==> config.mk <==
export PLATFORM = sky130hd
export DESIGN_NAME = memIssueQueue
export DESIGN_NICKNAME = d
export VERILOG_FILES = /design/src/memIqPkg.sv /design/src/memIqAgeSelect.sv /design/src/memIqDispatch.sv /design/src/memIqEntries.sv /design/src/memIqIssueStage.sv /design/src/memIssueQueue.sv
export SDC_FILE = /design/constraint.sdc
export NUM_CORES = 2
export LEC_CHECK = 0
export ABC_CLOCK_PERIOD_IN_PS = 11700
export BUFFER_PORTS_ARGS = -buffer_cell sky130_fd_sc_hd__buf_2
export CORE_MARGIN = 2
export CORE_UTILIZATION = 35
export DETAILED_ROUTE_END_ITERATION = 8
export PLACE_DENSITY = 0.48
export SLEW_MARGIN = 20
export SYNTH_ARGS = -nofsm -noshare
export SYNTH_HDL_FRONTEND = slang
export SYNTH_SLANG_ARGS = --single-unit
==> constraint.sdc <==
create_clock -name Clk -period 11.7 [get_ports Clk]
set_input_delay 0.585 -clock Clk [delete_from_list [all_inputs] [get_ports Clk]]
set_output_delay 0.585 -clock Clk [all_outputs]
set_load 0.01 [all_outputs]
==> src/memIqPkg.sv <==
package memIqPkg;

    localparam int QueueDepth    = 16;
    localparam int EntryIdxWidth = 4;
    localparam int DispatchWidth = 2;
    localparam int WakeupPorts   = 4;
    localparam int RegTagWidth   = 7;
    localparam int ImmWidth      = 26;
    localparam int RobPtrWidth   = 7;  // msb is the wrap bit

    typedef enum logic [2:0] {
        MemOpLoadB,
        MemOpLoadH,
        MemOpLoadW,
        MemOpStoreB,
        MemOpStoreH,
        MemOpStoreW
    } memOpE;

    // able low means the operand is not used
    typedef struct packed {
        logic                   able;
        logic                   ready;
        logic [RegTagWidth-1:0] tag;
    } srcOperandT;

    typedef struct packed {
        logic                   valid;
        memOpE                  op;
        srcOperandT             src1;
        srcOperandT             src2;
        logic                   rdAble;
        logic [RegTagWidth-1:0] rdTag;
        logic                   immAble;
        logic [ImmWidth-1:0]    imm;
        logic [RobPtrWidth-1:0] robPtr;
    } dispatchSlotT;

    typedef struct packed {
        logic                   valid;  // entry occupied
        memOpE                  op;
        srcOperandT             src1;
        srcOperandT             src2;
        logic                   rdAble;
        logic [RegTagWidth-1:0] rdTag;
        logic                   immAble;
        logic [ImmWidth-1:0]    imm;
        logic [RobPtrWidth-1:0] robPtr;
    } iqEntryT;

    typedef struct packed {
        logic                   valid;
        logic [RegTagWidth-1:0] tag;
    } wakeupT;

    typedef struct packed {
        memOpE                  op;
        logic                   src1Able;
        logic [RegTagWidth-1:0] src1Tag;
        logic                   src2Able;
        logic [RegTagWidth-1:0] src2Tag;
        logic                   rdAble;
        logic [RegTagWidth-1:0] rdTag;
        logic                   immAble;
        logic [ImmWidth-1:0]    imm;
        logic [RobPtrWidth-1:0] robPtr;
    } issuedOpT;

    function automatic logic isLoadOp(input memOpE op);
        return op inside {MemOpLoadB, MemOpLoadH, MemOpLoadW};
    endfunction

    function automatic logic srcWoken(input logic [RegTagWidth-1:0] tag,
                                      input wakeupT wk [WakeupPorts]);
        logic hit;
        hit = 1'b0;
        for (int p = 0; p < WakeupPorts; p++) begin
            if (wk[p].valid && (wk[p].tag == tag)) begin
                hit = 1'b1;
            end
        end
        return hit;
    endfunction

    // same wrap bit: smaller index is older, otherwise the larger one is
    function automatic logic isOlder(input logic [RobPtrWidth-1:0] a,
                                     input logic [RobPtrWidth-1:0] b);
        if (a[RobPtrWidth-1] == b[RobPtrWidth-1]) begin
            return a[RobPtrWidth-2:0] < b[RobPtrWidth-2:0];
        end
        return a[RobPtrWidth-2:0] > b[RobPtrWidth-2:0];
    endfunction

    function automatic logic entryReady(input iqEntryT e);
        return e.valid && (e.src1.ready || !e.src1.able) && (e.src2.ready || !e.src2.able);
    endfunction

endpackage

==> src/memIqAgeSelect.sv <==
`timescale 1ns/1ns

module memIqAgeSelect (
    input  memIqPkg::iqEntryT                   Entries [memIqPkg::QueueDepth],
    input  logic                                WantLoad,
    output logic                                Found,
    output logic [memIqPkg::EntryIdxWidth-1:0]  Idx
);

    // tree kept as a heap, node n has children 2n+1 and 2n+2
    // leaves sit at QueueDepth-1 .. 2*QueueDepth-2
    logic                                 nodeValid [2*memIqPkg::QueueDepth-1];
    logic [memIqPkg::EntryIdxWidth-1:0]   nodeIdx   [2*memIqPkg::QueueDepth-1];
    logic [memIqPkg::RobPtrWidth-1:0]     nodeRob   [2*memIqPkg::QueueDepth-1];

    always_comb begin
        for (int i = 0; i < memIqPkg::QueueDepth; i++) begin
            nodeValid[memIqPkg::QueueDepth-1+i] = memIqPkg::entryReady(Entries[i])
                && (memIqPkg::isLoadOp(Entries[i].op) == WantLoad);
            nodeIdx[memIqPkg::QueueDepth-1+i]   = memIqPkg::EntryIdxWidth'(i);
            nodeRob[memIqPkg::QueueDepth-1+i]   = Entries[i].robPtr;
        end

        // four levels of pairwise compares, walked bottom up
        for (int n = memIqPkg::QueueDepth - 2; n >= 0; n--) begin
            if (nodeValid[2*n+1] && (!nodeValid[2*n+2]
                    || memIqPkg::isOlder(nodeRob[2*n+1], nodeRob[2*n+2]))) begin
                nodeValid[n] = 1'b1;
                nodeIdx[n]   = nodeIdx[2*n+1];
                nodeRob[n]   = nodeRob[2*n+1];
            end else begin
                nodeValid[n] = nodeValid[2*n+2];  // right wins or nobody
                nodeIdx[n]   = nodeIdx[2*n+2];
                nodeRob[n]   = nodeRob[2*n+2];
            end
        end
    end

    assign Found = nodeValid[0];
    assign Idx   = nodeIdx[0];

endmodule

==> src/memIqDispatch.sv <==
`timescale 1ns/1ns

module memIqDispatch (
    input  memIqPkg::dispatchSlotT                  Dispatch   [memIqPkg::DispatchWidth],
    input  memIqPkg::wakeupT                        Wakeup     [memIqPkg::WakeupPorts],
    input  memIqPkg::iqEntryT                       Entries    [memIqPkg::QueueDepth],
    output logic [memIqPkg::DispatchWidth-1:0]      WriteEn,
    output logic [memIqPkg::EntryIdxWidth-1:0]      WriteIdx   [memIqPkg::DispatchWidth],
    output memIqPkg::iqEntryT                       WriteEntry [memIqPkg::DispatchWidth],
    output logic                                    QueueFull
);

    logic [memIqPkg::QueueDepth-1:0]    freeMask;
    logic [memIqPkg::DispatchWidth-1:0] slotFound;
    logic [memIqPkg::EntryIdxWidth-1:0] slotIdx [memIqPkg::DispatchWidth];

    always_comb begin
        for (int i = 0; i < memIqPkg::QueueDepth; i++) begin
            freeMask[i] = !Entries[i].valid;
        end
    end

    // chained lowest-free search, each slot masks out what the previous one took
    always_comb begin
        logic [memIqPkg::QueueDepth-1:0] remaining;
        remaining = freeMask;
        for (int s = 0; s < memIqPkg::DispatchWidth; s++) begin
            slotFound[s] = 1'b0;
            slotIdx[s]   = '0;
            for (int i = memIqPkg::QueueDepth - 1; i >= 0; i--) begin
                if (remaining[i]) begin  // last hit wins, so lowest index
                    slotFound[s] = 1'b1;
                    slotIdx[s]   = memIqPkg::EntryIdxWidth'(i);
                end
            end
            if (slotFound[s]) begin
                remaining[slotIdx[s]] = 1'b0;
            end
        end
    end

    always_comb begin
        for (int s = 0; s < memIqPkg::DispatchWidth; s++) begin
            WriteEn[s]  = Dispatch[s].valid && slotFound[s];  // no room means dropped
            WriteIdx[s] = slotIdx[s];

            WriteEntry[s].valid      = 1'b1;
            WriteEntry[s].op         = Dispatch[s].op;
            WriteEntry[s].src1.able  = Dispatch[s].src1.able;
            WriteEntry[s].src1.tag   = Dispatch[s].src1.tag;
            WriteEntry[s].src1.ready = Dispatch[s].src1.ready || !Dispatch[s].src1.able
                                       || memIqPkg::srcWoken(Dispatch[s].src1.tag, Wakeup);
            WriteEntry[s].src2.able  = Dispatch[s].src2.able;
            WriteEntry[s].src2.tag   = Dispatch[s].src2.tag;
            WriteEntry[s].src2.ready = Dispatch[s].src2.ready || !Dispatch[s].src2.able
                                       || memIqPkg::srcWoken(Dispatch[s].src2.tag, Wakeup);
            WriteEntry[s].rdAble     = Dispatch[s].rdAble;
            WriteEntry[s].rdTag      = Dispatch[s].rdTag;
            WriteEntry[s].immAble    = Dispatch[s].immAble;
            WriteEntry[s].imm        = Dispatch[s].imm;
            WriteEntry[s].robPtr     = Dispatch[s].robPtr;
        end
    end

    // full when a whole dispatch group would not fit
    assign QueueFull = $countones(freeMask) < memIqPkg::DispatchWidth;

endmodule

==> src/memIqEntries.sv <==
`timescale 1ns/1ns

module memIqEntries (
    input  logic                                    Clk,
    input  logic                                    arstN,
    input  logic                                    MemQStop,
    input  logic                                    MemQFlash,
    input  memIqPkg::wakeupT                        Wakeup     [memIqPkg::WakeupPorts],
    input  logic [memIqPkg::DispatchWidth-1:0]      WriteEn,
    input  logic [memIqPkg::EntryIdxWidth-1:0]      WriteIdx   [memIqPkg::DispatchWidth],
    input  memIqPkg::iqEntryT                       WriteEntry [memIqPkg::DispatchWidth],
    input  logic                                    LoadClear,
    input  logic [memIqPkg::EntryIdxWidth-1:0]      LoadClearIdx,
    input  logic                                    StoreClear,
    input  logic [memIqPkg::EntryIdxWidth-1:0]      StoreClearIdx,
    output memIqPkg::iqEntryT                       Entries    [memIqPkg::QueueDepth]
);

    logic [memIqPkg::QueueDepth-1:0] occupied;
    memIqPkg::iqEntryT               slots [memIqPkg::QueueDepth];

    always_ff @(posedge Clk or negedge arstN) begin
        if (!arstN) begin
            occupied <= '0;
        end else if (MemQFlash) begin
            occupied <= '0;  // dispatches this cycle are lost too
        end else begin
            for (int s = 0; s < memIqPkg::DispatchWidth; s++) begin
                if (WriteEn[s]) begin
                    occupied[WriteIdx[s]] <= 1'b1;
                end
            end
            // issued entries leave, never the ones just written
            if (LoadClear) begin
                occupied[LoadClearIdx] <= 1'b0;
            end
            if (StoreClear) begin
                occupied[StoreClearIdx] <= 1'b0;
            end
        end
    end

    always_ff @(posedge Clk) begin
        for (int i = 0; i < memIqPkg::QueueDepth; i++) begin
            if (!MemQStop) begin
                if (slots[i].src1.able && memIqPkg::srcWoken(slots[i].src1.tag, Wakeup)) begin
                    slots[i].src1.ready <= 1'b1;
                end
                if (slots[i].src2.able && memIqPkg::srcWoken(slots[i].src2.tag, Wakeup)) begin
                    slots[i].src2.ready <= 1'b1;
                end
            end
        end
        // a write replaces the whole slot, including its wakeup state
        for (int s = 0; s < memIqPkg::DispatchWidth; s++) begin
            if (WriteEn[s]) begin
                slots[WriteIdx[s]] <= WriteEntry[s];
            end
        end
    end

    always_comb begin
        for (int i = 0; i < memIqPkg::QueueDepth; i++) begin
            Entries[i]       = slots[i];
            Entries[i].valid = occupied[i];
        end
    end

endmodule

==> src/memIqIssueStage.sv <==
`timescale 1ns/1ns

module memIqIssueStage (
    input  logic                                Clk,
    input  logic                                arstN,
    input  logic                                MemQStop,
    input  logic                                MemQFlash,
    input  logic                                LoadReq,
    input  logic                                StoreReq,
    input  memIqPkg::iqEntryT                   Entries [memIqPkg::QueueDepth],
    input  logic                                LoadFound,
    input  logic [memIqPkg::EntryIdxWidth-1:0]  LoadIdx,
    input  logic                                StoreFound,
    input  logic [memIqPkg::EntryIdxWidth-1:0]  StoreIdx,
    output logic                                LoadClear,
    output logic [memIqPkg::EntryIdxWidth-1:0]  LoadClearIdx,
    output logic                                StoreClear,
    output logic [memIqPkg::EntryIdxWidth-1:0]  StoreClearIdx,
    output logic                                LoadValid,
    output memIqPkg::issuedOpT                  LoadOp,
    output logic                                StoreValid,
    output memIqPkg::issuedOpT                  StoreOp
);

    logic loadGrant;
    logic storeGrant;

    function automatic memIqPkg::issuedOpT toIssued(input memIqPkg::iqEntryT e);
        memIqPkg::issuedOpT issued;
        issued.op       = e.op;
        issued.src1Able = e.src1.able;
        issued.src1Tag  = e.src1.tag;
        issued.src2Able = e.src2.able;
        issued.src2Tag  = e.src2.tag;
        issued.rdAble   = e.rdAble;
        issued.rdTag    = e.rdTag;
        issued.immAble  = e.immAble;
        issued.imm      = e.imm;
        issued.robPtr   = e.robPtr;
        return issued;
    endfunction

    assign loadGrant  = LoadFound && LoadReq && !MemQStop;
    assign storeGrant = StoreFound && StoreReq && !MemQStop;

    // granted entries leave the queue at the same edge the output register loads
    assign LoadClear     = loadGrant;
    assign LoadClearIdx  = LoadIdx;
    assign StoreClear    = storeGrant;
    assign StoreClearIdx = StoreIdx;

    always_ff @(posedge Clk or negedge arstN) begin
        if (!arstN) begin
            LoadValid  <= 1'b0;
            StoreValid <= 1'b0;
        end else begin
            LoadValid  <= loadGrant && !MemQFlash;  // single cycle pulse
            StoreValid <= storeGrant && !MemQFlash;
        end
    end

    always_ff @(posedge Clk) begin
        if (loadGrant) begin
            LoadOp <= toIssued(Entries[LoadIdx]);
        end
        if (storeGrant) begin
            StoreOp <= toIssued(Entries[StoreIdx]);
        end
    end

endmodule

==> src/memIssueQueue.sv <==
`timescale 1ns/1ns

module memIssueQueue (
    input  logic                        Clk,
    input  logic                        arstN,
    input  memIqPkg::dispatchSlotT      Dispatch [memIqPkg::DispatchWidth],
    input  memIqPkg::wakeupT            Wakeup   [memIqPkg::WakeupPorts],
    input  logic                        LoadReq,
    input  logic                        StoreReq,
    input  logic                        MemQStop,
    input  logic                        MemQFlash,
    output logic                        QueueFull,
    output logic                        LoadValid,
    output memIqPkg::issuedOpT          LoadOp,
    output logic                        StoreValid,
    output memIqPkg::issuedOpT          StoreOp
);

    memIqPkg::iqEntryT                  entries    [memIqPkg::QueueDepth];
    logic [memIqPkg::DispatchWidth-1:0] writeEn;
    logic [memIqPkg::EntryIdxWidth-1:0] writeIdx   [memIqPkg::DispatchWidth];
    memIqPkg::iqEntryT                  writeEntry [memIqPkg::DispatchWidth];

    logic                               loadFound;
    logic [memIqPkg::EntryIdxWidth-1:0] loadIdx;
    logic                               storeFound;
    logic [memIqPkg::EntryIdxWidth-1:0] storeIdx;

    logic                               loadClear;
    logic [memIqPkg::EntryIdxWidth-1:0] loadClearIdx;
    logic                               storeClear;
    logic [memIqPkg::EntryIdxWidth-1:0] storeClearIdx;

    memIqDispatch dispatchUnit (
        .Dispatch   (Dispatch),
        .Wakeup     (Wakeup),
        .Entries    (entries),
        .WriteEn    (writeEn),
        .WriteIdx   (writeIdx),
        .WriteEntry (writeEntry),
        .QueueFull  (QueueFull)
    );

    memIqEntries entryArray (
        .Clk           (Clk),
        .arstN         (arstN),
        .MemQStop      (MemQStop),
        .MemQFlash     (MemQFlash),
        .Wakeup        (Wakeup),
        .WriteEn       (writeEn),
        .WriteIdx      (writeIdx),
        .WriteEntry    (writeEntry),
        .LoadClear     (loadClear),
        .LoadClearIdx  (loadClearIdx),
        .StoreClear    (storeClear),
        .StoreClearIdx (storeClearIdx),
        .Entries       (entries)
    );

    // one tree per kind
    memIqAgeSelect loadSelect (
        .Entries  (entries),
        .WantLoad (1'b1),
        .Found    (loadFound),
        .Idx      (loadIdx)
    );

    memIqAgeSelect storeSelect (
        .Entries  (entries),
        .WantLoad (1'b0),
        .Found    (storeFound),
        .Idx      (storeIdx)
    );

    memIqIssueStage issueStage (
        .Clk           (Clk),
        .arstN         (arstN),
        .MemQStop      (MemQStop),
        .MemQFlash     (MemQFlash),
        .LoadReq       (LoadReq),
        .StoreReq      (StoreReq),
        .Entries       (entries),
        .LoadFound     (loadFound),
        .LoadIdx       (loadIdx),
        .StoreFound    (storeFound),
        .StoreIdx      (storeIdx),
        .LoadClear     (loadClear),
        .LoadClearIdx  (loadClearIdx),
        .StoreClear    (storeClear),
        .StoreClearIdx (storeClearIdx),
        .LoadValid     (LoadValid),
        .LoadOp        (LoadOp),
        .StoreValid    (StoreValid),
        .StoreOp       (StoreOp)
    );

endmodule

# After elaboration in Yosys (flattened, before gate mapping)
# Memory sizes are Yosys's and may differ from the RTL's.
# Cells that the tools add are included.
[classes]
n_addsub = 15
n_lt_le_gt_ge = 55
eq_ne = 198
n_mux = 517
bitwise = 26
reduce_logical = 468
[op_table]
columns = ["cell", "count"]
rows = [
  ["equality test 7 bit", 144],
  ["binary-select mux 64 bit (select 4 bit)", 2],
  ["two-way mux 1 bit", 424],
  ["logical AND 1 bit", 282],
  ["two-way mux 63 bit", 4],
  ["adder 32 bit", 7],
  ["two-way mux 7 bit", 28],
  ["two-way mux 16 bit", 9],
  ["two-way mux 4 bit", 34],
  ["> comparator 6 bit", 22],
  ["less-than comparator 6 bit", 22],
  ["zero test 1 bit", 84],
  ["logical OR 1 bit", 70],
  ["bitwise AND 16 bit", 3],
  ["equality test 3 x 1 -> 1 bit (second input constant)", 16],
  ["equality test 3 x 2 -> 1 bit (second input constant)", 16],
  ["zero test 3 bit", 16],
  ["NOT 16 bit", 3],
  ["nonzero test 3 bit", 16],
  ["less-than comparator 32 x 3 -> 1 bit (second input constant)", 1],
  ["bitwise OR 16 bit", 2],
  ["equality test 1 bit", 22],
  ["less-than comparator 4 x 5 -> 1 bit (second input constant)", 4],
  ["adder 1 x 1 -> 2 bit", 8],
  ["7 further kinds", 40],
]
[totals]
register_bits = 140
mem_bits_rw = 1008
inputBits = 166
mem_count = 1
[mem_list]
columns = ["memory", "depth", "width", "read_ports", "rd_ports_with_merged_regs", "write_ports", "line_no", "source"]
rows = [
  ["entryArray.slots", 16, 63, 16, 0, 18, "memIqEntries.sv:20", "memIqPkg::iqEntryT slots [memIqPkg::QueueDepth];"],
]

# Logic depth before layout (Yosys ltp)
[logic_depth]
word_depth = 52
mapped_depth = 50
ltp_nobuf = 43

# By module
# From an unflattened synthesis, not the netlist that was laid out.
[unflattened]
cells_unflattened = 7391
hier_area_um2 = 85241.8
[by_module_without_submodules]
columns = ["mod", "n_inst", "cells_each", "area_each_um2"]
rows = [
  ["memIqEntries", 1, 4507, 54432.2],
  ["memIqIssueStage", 1, 1162, 18038.6],
  ["memIqAgeSelect", 2, 642, 4732.0],
  ["memIqDispatch", 1, 436, 3299.4],
  ["memIssueQueue", 1, 2, 7.5],
]

# Worst setup path after synthesis
# OpenSTA, ideal clock, no wires.
[synth_timing]
kind = "register to register"
startpoint = "memory entryArray.slots[13][4] (netlist bit)"
endpoint = "register issueStage.LoadOp[45] (netlist name)"
setup_time_ns = 0.267
arrival_ns = 8.918
setup_slack_ns = 2.516
path_stages_with_launch = 45
period_less_slack_ns = 9.184
path_cell_list = "edfxtp_1 -> inv_1 -> ha_1 -> a21oi_1 -> a21boi_0 -> o32a_1 -> nand2_1 -> o41ai_1 -> or2_2 -> nand2_1 -> mux2i_1 -> inv_1 -> ha_1 -> nor2b_1 -> o21ai_0 -> a21oi_1 -> a211oi_1 -> mux2i_1 -> [... 9 more ...] -> a21oi_1 -> ha_1 -> and3_1 -> nand3_1 -> o21ai_0 -> a21oi_1 -> a41oi_1 -> nor2_1 -> mux2_2 -> or2_0 -> buf_2 -> buf_2 -> nand3_2 -> buf_2 -> buf_4 -> o2bb2ai_1 -> a211oi_1 -> nand3_1"
[synth_lines]
columns = ["item", "line_no"]
rows = [
  ["start: declaration", "memIqEntries.sv:20"],
]

==> results_dict.tcl <==
set metrics [dict create \
    finalClockSkew_ns 0.04529 \
    internal-power_w 0.008010 \
    critPathLaunchType "flop" \
    rr_startpoint "entryArray.slots[7][5]" \
    power_frac_seq 0.410 \
    row_count 175 \
    grt_first_pass_wirelength_um 585900 \
    peakVddDrop_v 0.0001667 \
    cp_slowest_cell "a2111oi_1" \
    wl_um 434800 \
    worstPathMaxFanout 26 \
    synth_cell_types 109 \
    tritoncts "built" \
    yosys_warnings 0 \
    grt_pass1_vias 69500 \
    start_util 0.3524 \
    wl_met3_um 51150 \
    grt_overflow 0 \
    drv_slew 0 \
    dpl.hpwl_um 268300 \
    synth_area_leaders "edfxtp_1 41%, a22o_1 13%, xor2_1 7.4%, mux2i_1 4.0%, xnor2_1 3.8%" \
    tightest_slew_ns 1.264 \
    die-area_sq_um 232900 \
    cts-htree-levels 4 \
    num_vias 72430 \
    highest_layer "met5" \
    clock-sinks 1148 \
    synth_edf_count 1098 \
    fillCellCount 21860 \
    grt_max_degree 61 \
    drt_iter0_drc 10680 \
    dpl_worst_slack_ns 0.5329 \
    p_switching_w 0.003853 \
    synth_top_cell_by_area "edfxtp_1" \
    finalSetupViolations 0 \
    swShare 0.3248 \
    rsz0062_at_grt "no" \
    grt_antenna_before_repair 40 \
    ios 291 \
    max_freq_ghz 0.08915 \
    min_period_over_period 0.9588 \
    yosysTopAreaCellShare 0.4113 \
    gp_congestion 1.010 \
    wl_met1_um 168400 \
    maxCapViolations 0 \
    worstSetupPathType "reg -> reg" \
    min_path_cells 2 \
    cts.clk_slew.worst_paths_ns 0.06 \
    grt.total_usage 0.3606 \
    crit_path_max_incr_delay_ns 0.74 \
    portBuffers 290 \
    clock_latency_ns 0.86 \
    drcViolationCount 0 \
    synth_nets 8081 \
    drive_gt1_frac 0.1268 \
    setup_tns_ns 0 \
    wl_met2_um 187000 \
    pwr-share-comb 0.199 \
    p_per_area_nw_per_um2 133.5 \
    synth-seq-area-share 0.4249 \
    ant_nets 0 \
    core_sq_um 227500 \
    root_buffer "clkbuf_16" \
    die_h_um 482.6 \
    hold_violations 0 \
    crit_arrival_ns 11.75 \
    pwr-share-clk 0.391 \
    leakage_nw 31.08 \
    cts_buffer_depth 3 \
    syn_inst 7758 \
    ff2ff_path_depth 39 \
    cp_data_required_time_ns 12.23 \
    fp.dieW_um 482.6 \
    areaGrowthSynthToFinish_pct 10.81 \
    whs_ns 0.1438 \
    hold_path_class "in -> reg" \
    synth_area_sq_um 80170 \
    ys_async_sr_fraction 0.01568 \
    ys_ff_latch 1148 \
    layout_setup_ws_ns 0.4825 \
    dr.pass1.iters 7 \
    wl_per_cell_um 41.23 \
    layout.nets 7727 \
    min_period_ns 11.22 \
    crit_start "entryArray.slots[7][5]" \
    synth-main-ff-cell "edfxtp_1" \
    status "finished clean" \
    cts_buffers 143 \
    slew_headroom 0.1571 \
    critPathCaptureType "flop" \
    avgSynthCellArea_sq_um 10.33 \
    viasPerCell 6.868 \
    hp-start "MemQStop" \
]
[layer usage]
metal | GRT usage | vias to the layer above
li1 | - | 28810
met4 | 0.2039 | 42
met2 | 0.5422 | 5567
met1 | 0.4655 | 36620
met5 | 0.003064 | -
met3 | 0.09851 | 1385
[registers in the layout, summed over array words and instances, names as in the netlist]
signal and cells:
issueStage.LoadOp 61, issueStage.StoreOp 61, issueStage.StoreValid 1, entryArray.slots 1008, entryArray.occupied 16, issueStage.LoadValid 1
[worst max-delay path: cells and delay by family, from the launching register on]
| kind | cells | cell delay (ns) |
|---|---|---|
| compound gates | 18 | 4.70 |
| fa+ha+maj | 4 | 1.28 |
| buf+inv | 2 | 0.33 |
| flops | 1 | 0.47 |
| mux | 4 | 1.53 |
| simple gates | 11 | 2.54 |
[cell type report]
type	instances	area [sq um]	share of cell area
Antenna cell	12	30.03	0.0003380
Clock buffer	180	3830	0.04311
Clock inverter	86	899.6	0.01013
Inverter	143	539.3	0.006070
Multi-Input combinational cell	5449	42150	0.4745
Sequential cell	1148	34060	0.3834
Tap cell	3009	3765	0.04238
Timing Repair Buffer	519	3558	0.04006
[layout by cell type, fill, tap and decap left out, types with 25 or more instances in the layout]
master	count
a21oi_1	176
nand2b_1	42
a32oi_1	25
clkinv_2	29
edfxtp_1	1098
a22oi_1	99
nor3_1	33
nand2_1	309
and2_1	74
a221oi_1	65
buf_2	290
a2111oi_1	43
mux2_2	84
nand3_1	199
mux2i_1	318
dfxtp_1	32
a311oi_1	25
inv_1	138
a21o_1	38
o2bb2ai_1	55
nor4_1	135
clkbuf_16	145
ha_1	146
nand4_1	209
a22o_1	1216
buf_12	27
a211oi_1	185
o21ai_0	159
xor2_1	678
buf_4	197
nor2_1	387
o21a_1	25
xnor2_1	349
clkbuf_1	28
[cell families (layout without fill, tap and decap cells)]
kind of cell               Yosys count  in the layout  synth area share
buffers and inverters             1161            928           0.05719
AOI/OAI and AO/OA                 2319           2319            0.2319
and+or+nand+nor                   1541           1541           0.09635
other                                0             12                 0
adders and majority gates          158            158           0.02566
muxes                              404            404           0.05180
DFF                               1148           1148            0.4249
xor gates and xnor gates          1027           1027            0.1122
[per-stage QoR]
stage	instance area, sq um	power [W]	cells	util
3_3_place_gp	83970	0.007177	10260	0.3691
4_1_cts	88780	0.01177	10530	0.3902
6_report	88840	0.01186	10550	0.3905
2_1_floorplan	80170	0.006198	7758	-
3_5_place_dp	84040	0.007207	10270	0.3694
5_1_grt	88820	0.01210	10540	0.3904
[power by group through the flow]
stage / Sequential [W] / Combinational [W] / Clock [W]
global placement: 0.00494 / 0.00223 / 0
CTS: 0.00486 / 0.00227 / 0.00464
detailed placement: 0.00494 / 0.00227 / 0
finish: 0.00487 / 0.00236 / 0.00463
global route: 0.00487 / 0.00244 / 0.00479
floorplan: 0.00485 / 0.00135 / 0
[cells in the mapped netlist (146+ instances only)]
master	n
a21oi_1	177
xor2_1	678
xnor2_1	349
buf_1	181
edfxtp_1	1098
nand4_1	209
nand2_1	310
mux2i_1	319
o21ai_0	162
a211oi_1	185
clkbuf_1	701
ha_1	146
nor2_1	412
a22o_1	1216
nand3_1	199
[what timing repair did]
action | 4_1_cts | 5_1_grt
gates resized for setup | 0 | 1
endpoints found under the setup margin | 0 | 50
setup buffers | 0 | 0
hold buffers | 1 | 0
hold endpoints to repair | 18 | 0
[worst paths after layout]
check	endpoint	slack (ns)
min in group asynchronous	issueStage.LoadValid	0.27
max	issueStage.StoreOp[44]	0.48
min reg2reg	entryArray.slots[0][49]	0.50
max in group asynchronous	entryArray.occupied[13]	11.02
min	issueStage.StoreOp[59]	0.14
max reg2reg	issueStage.StoreOp[44]	0.48
(Power assumes the default switching activity.)
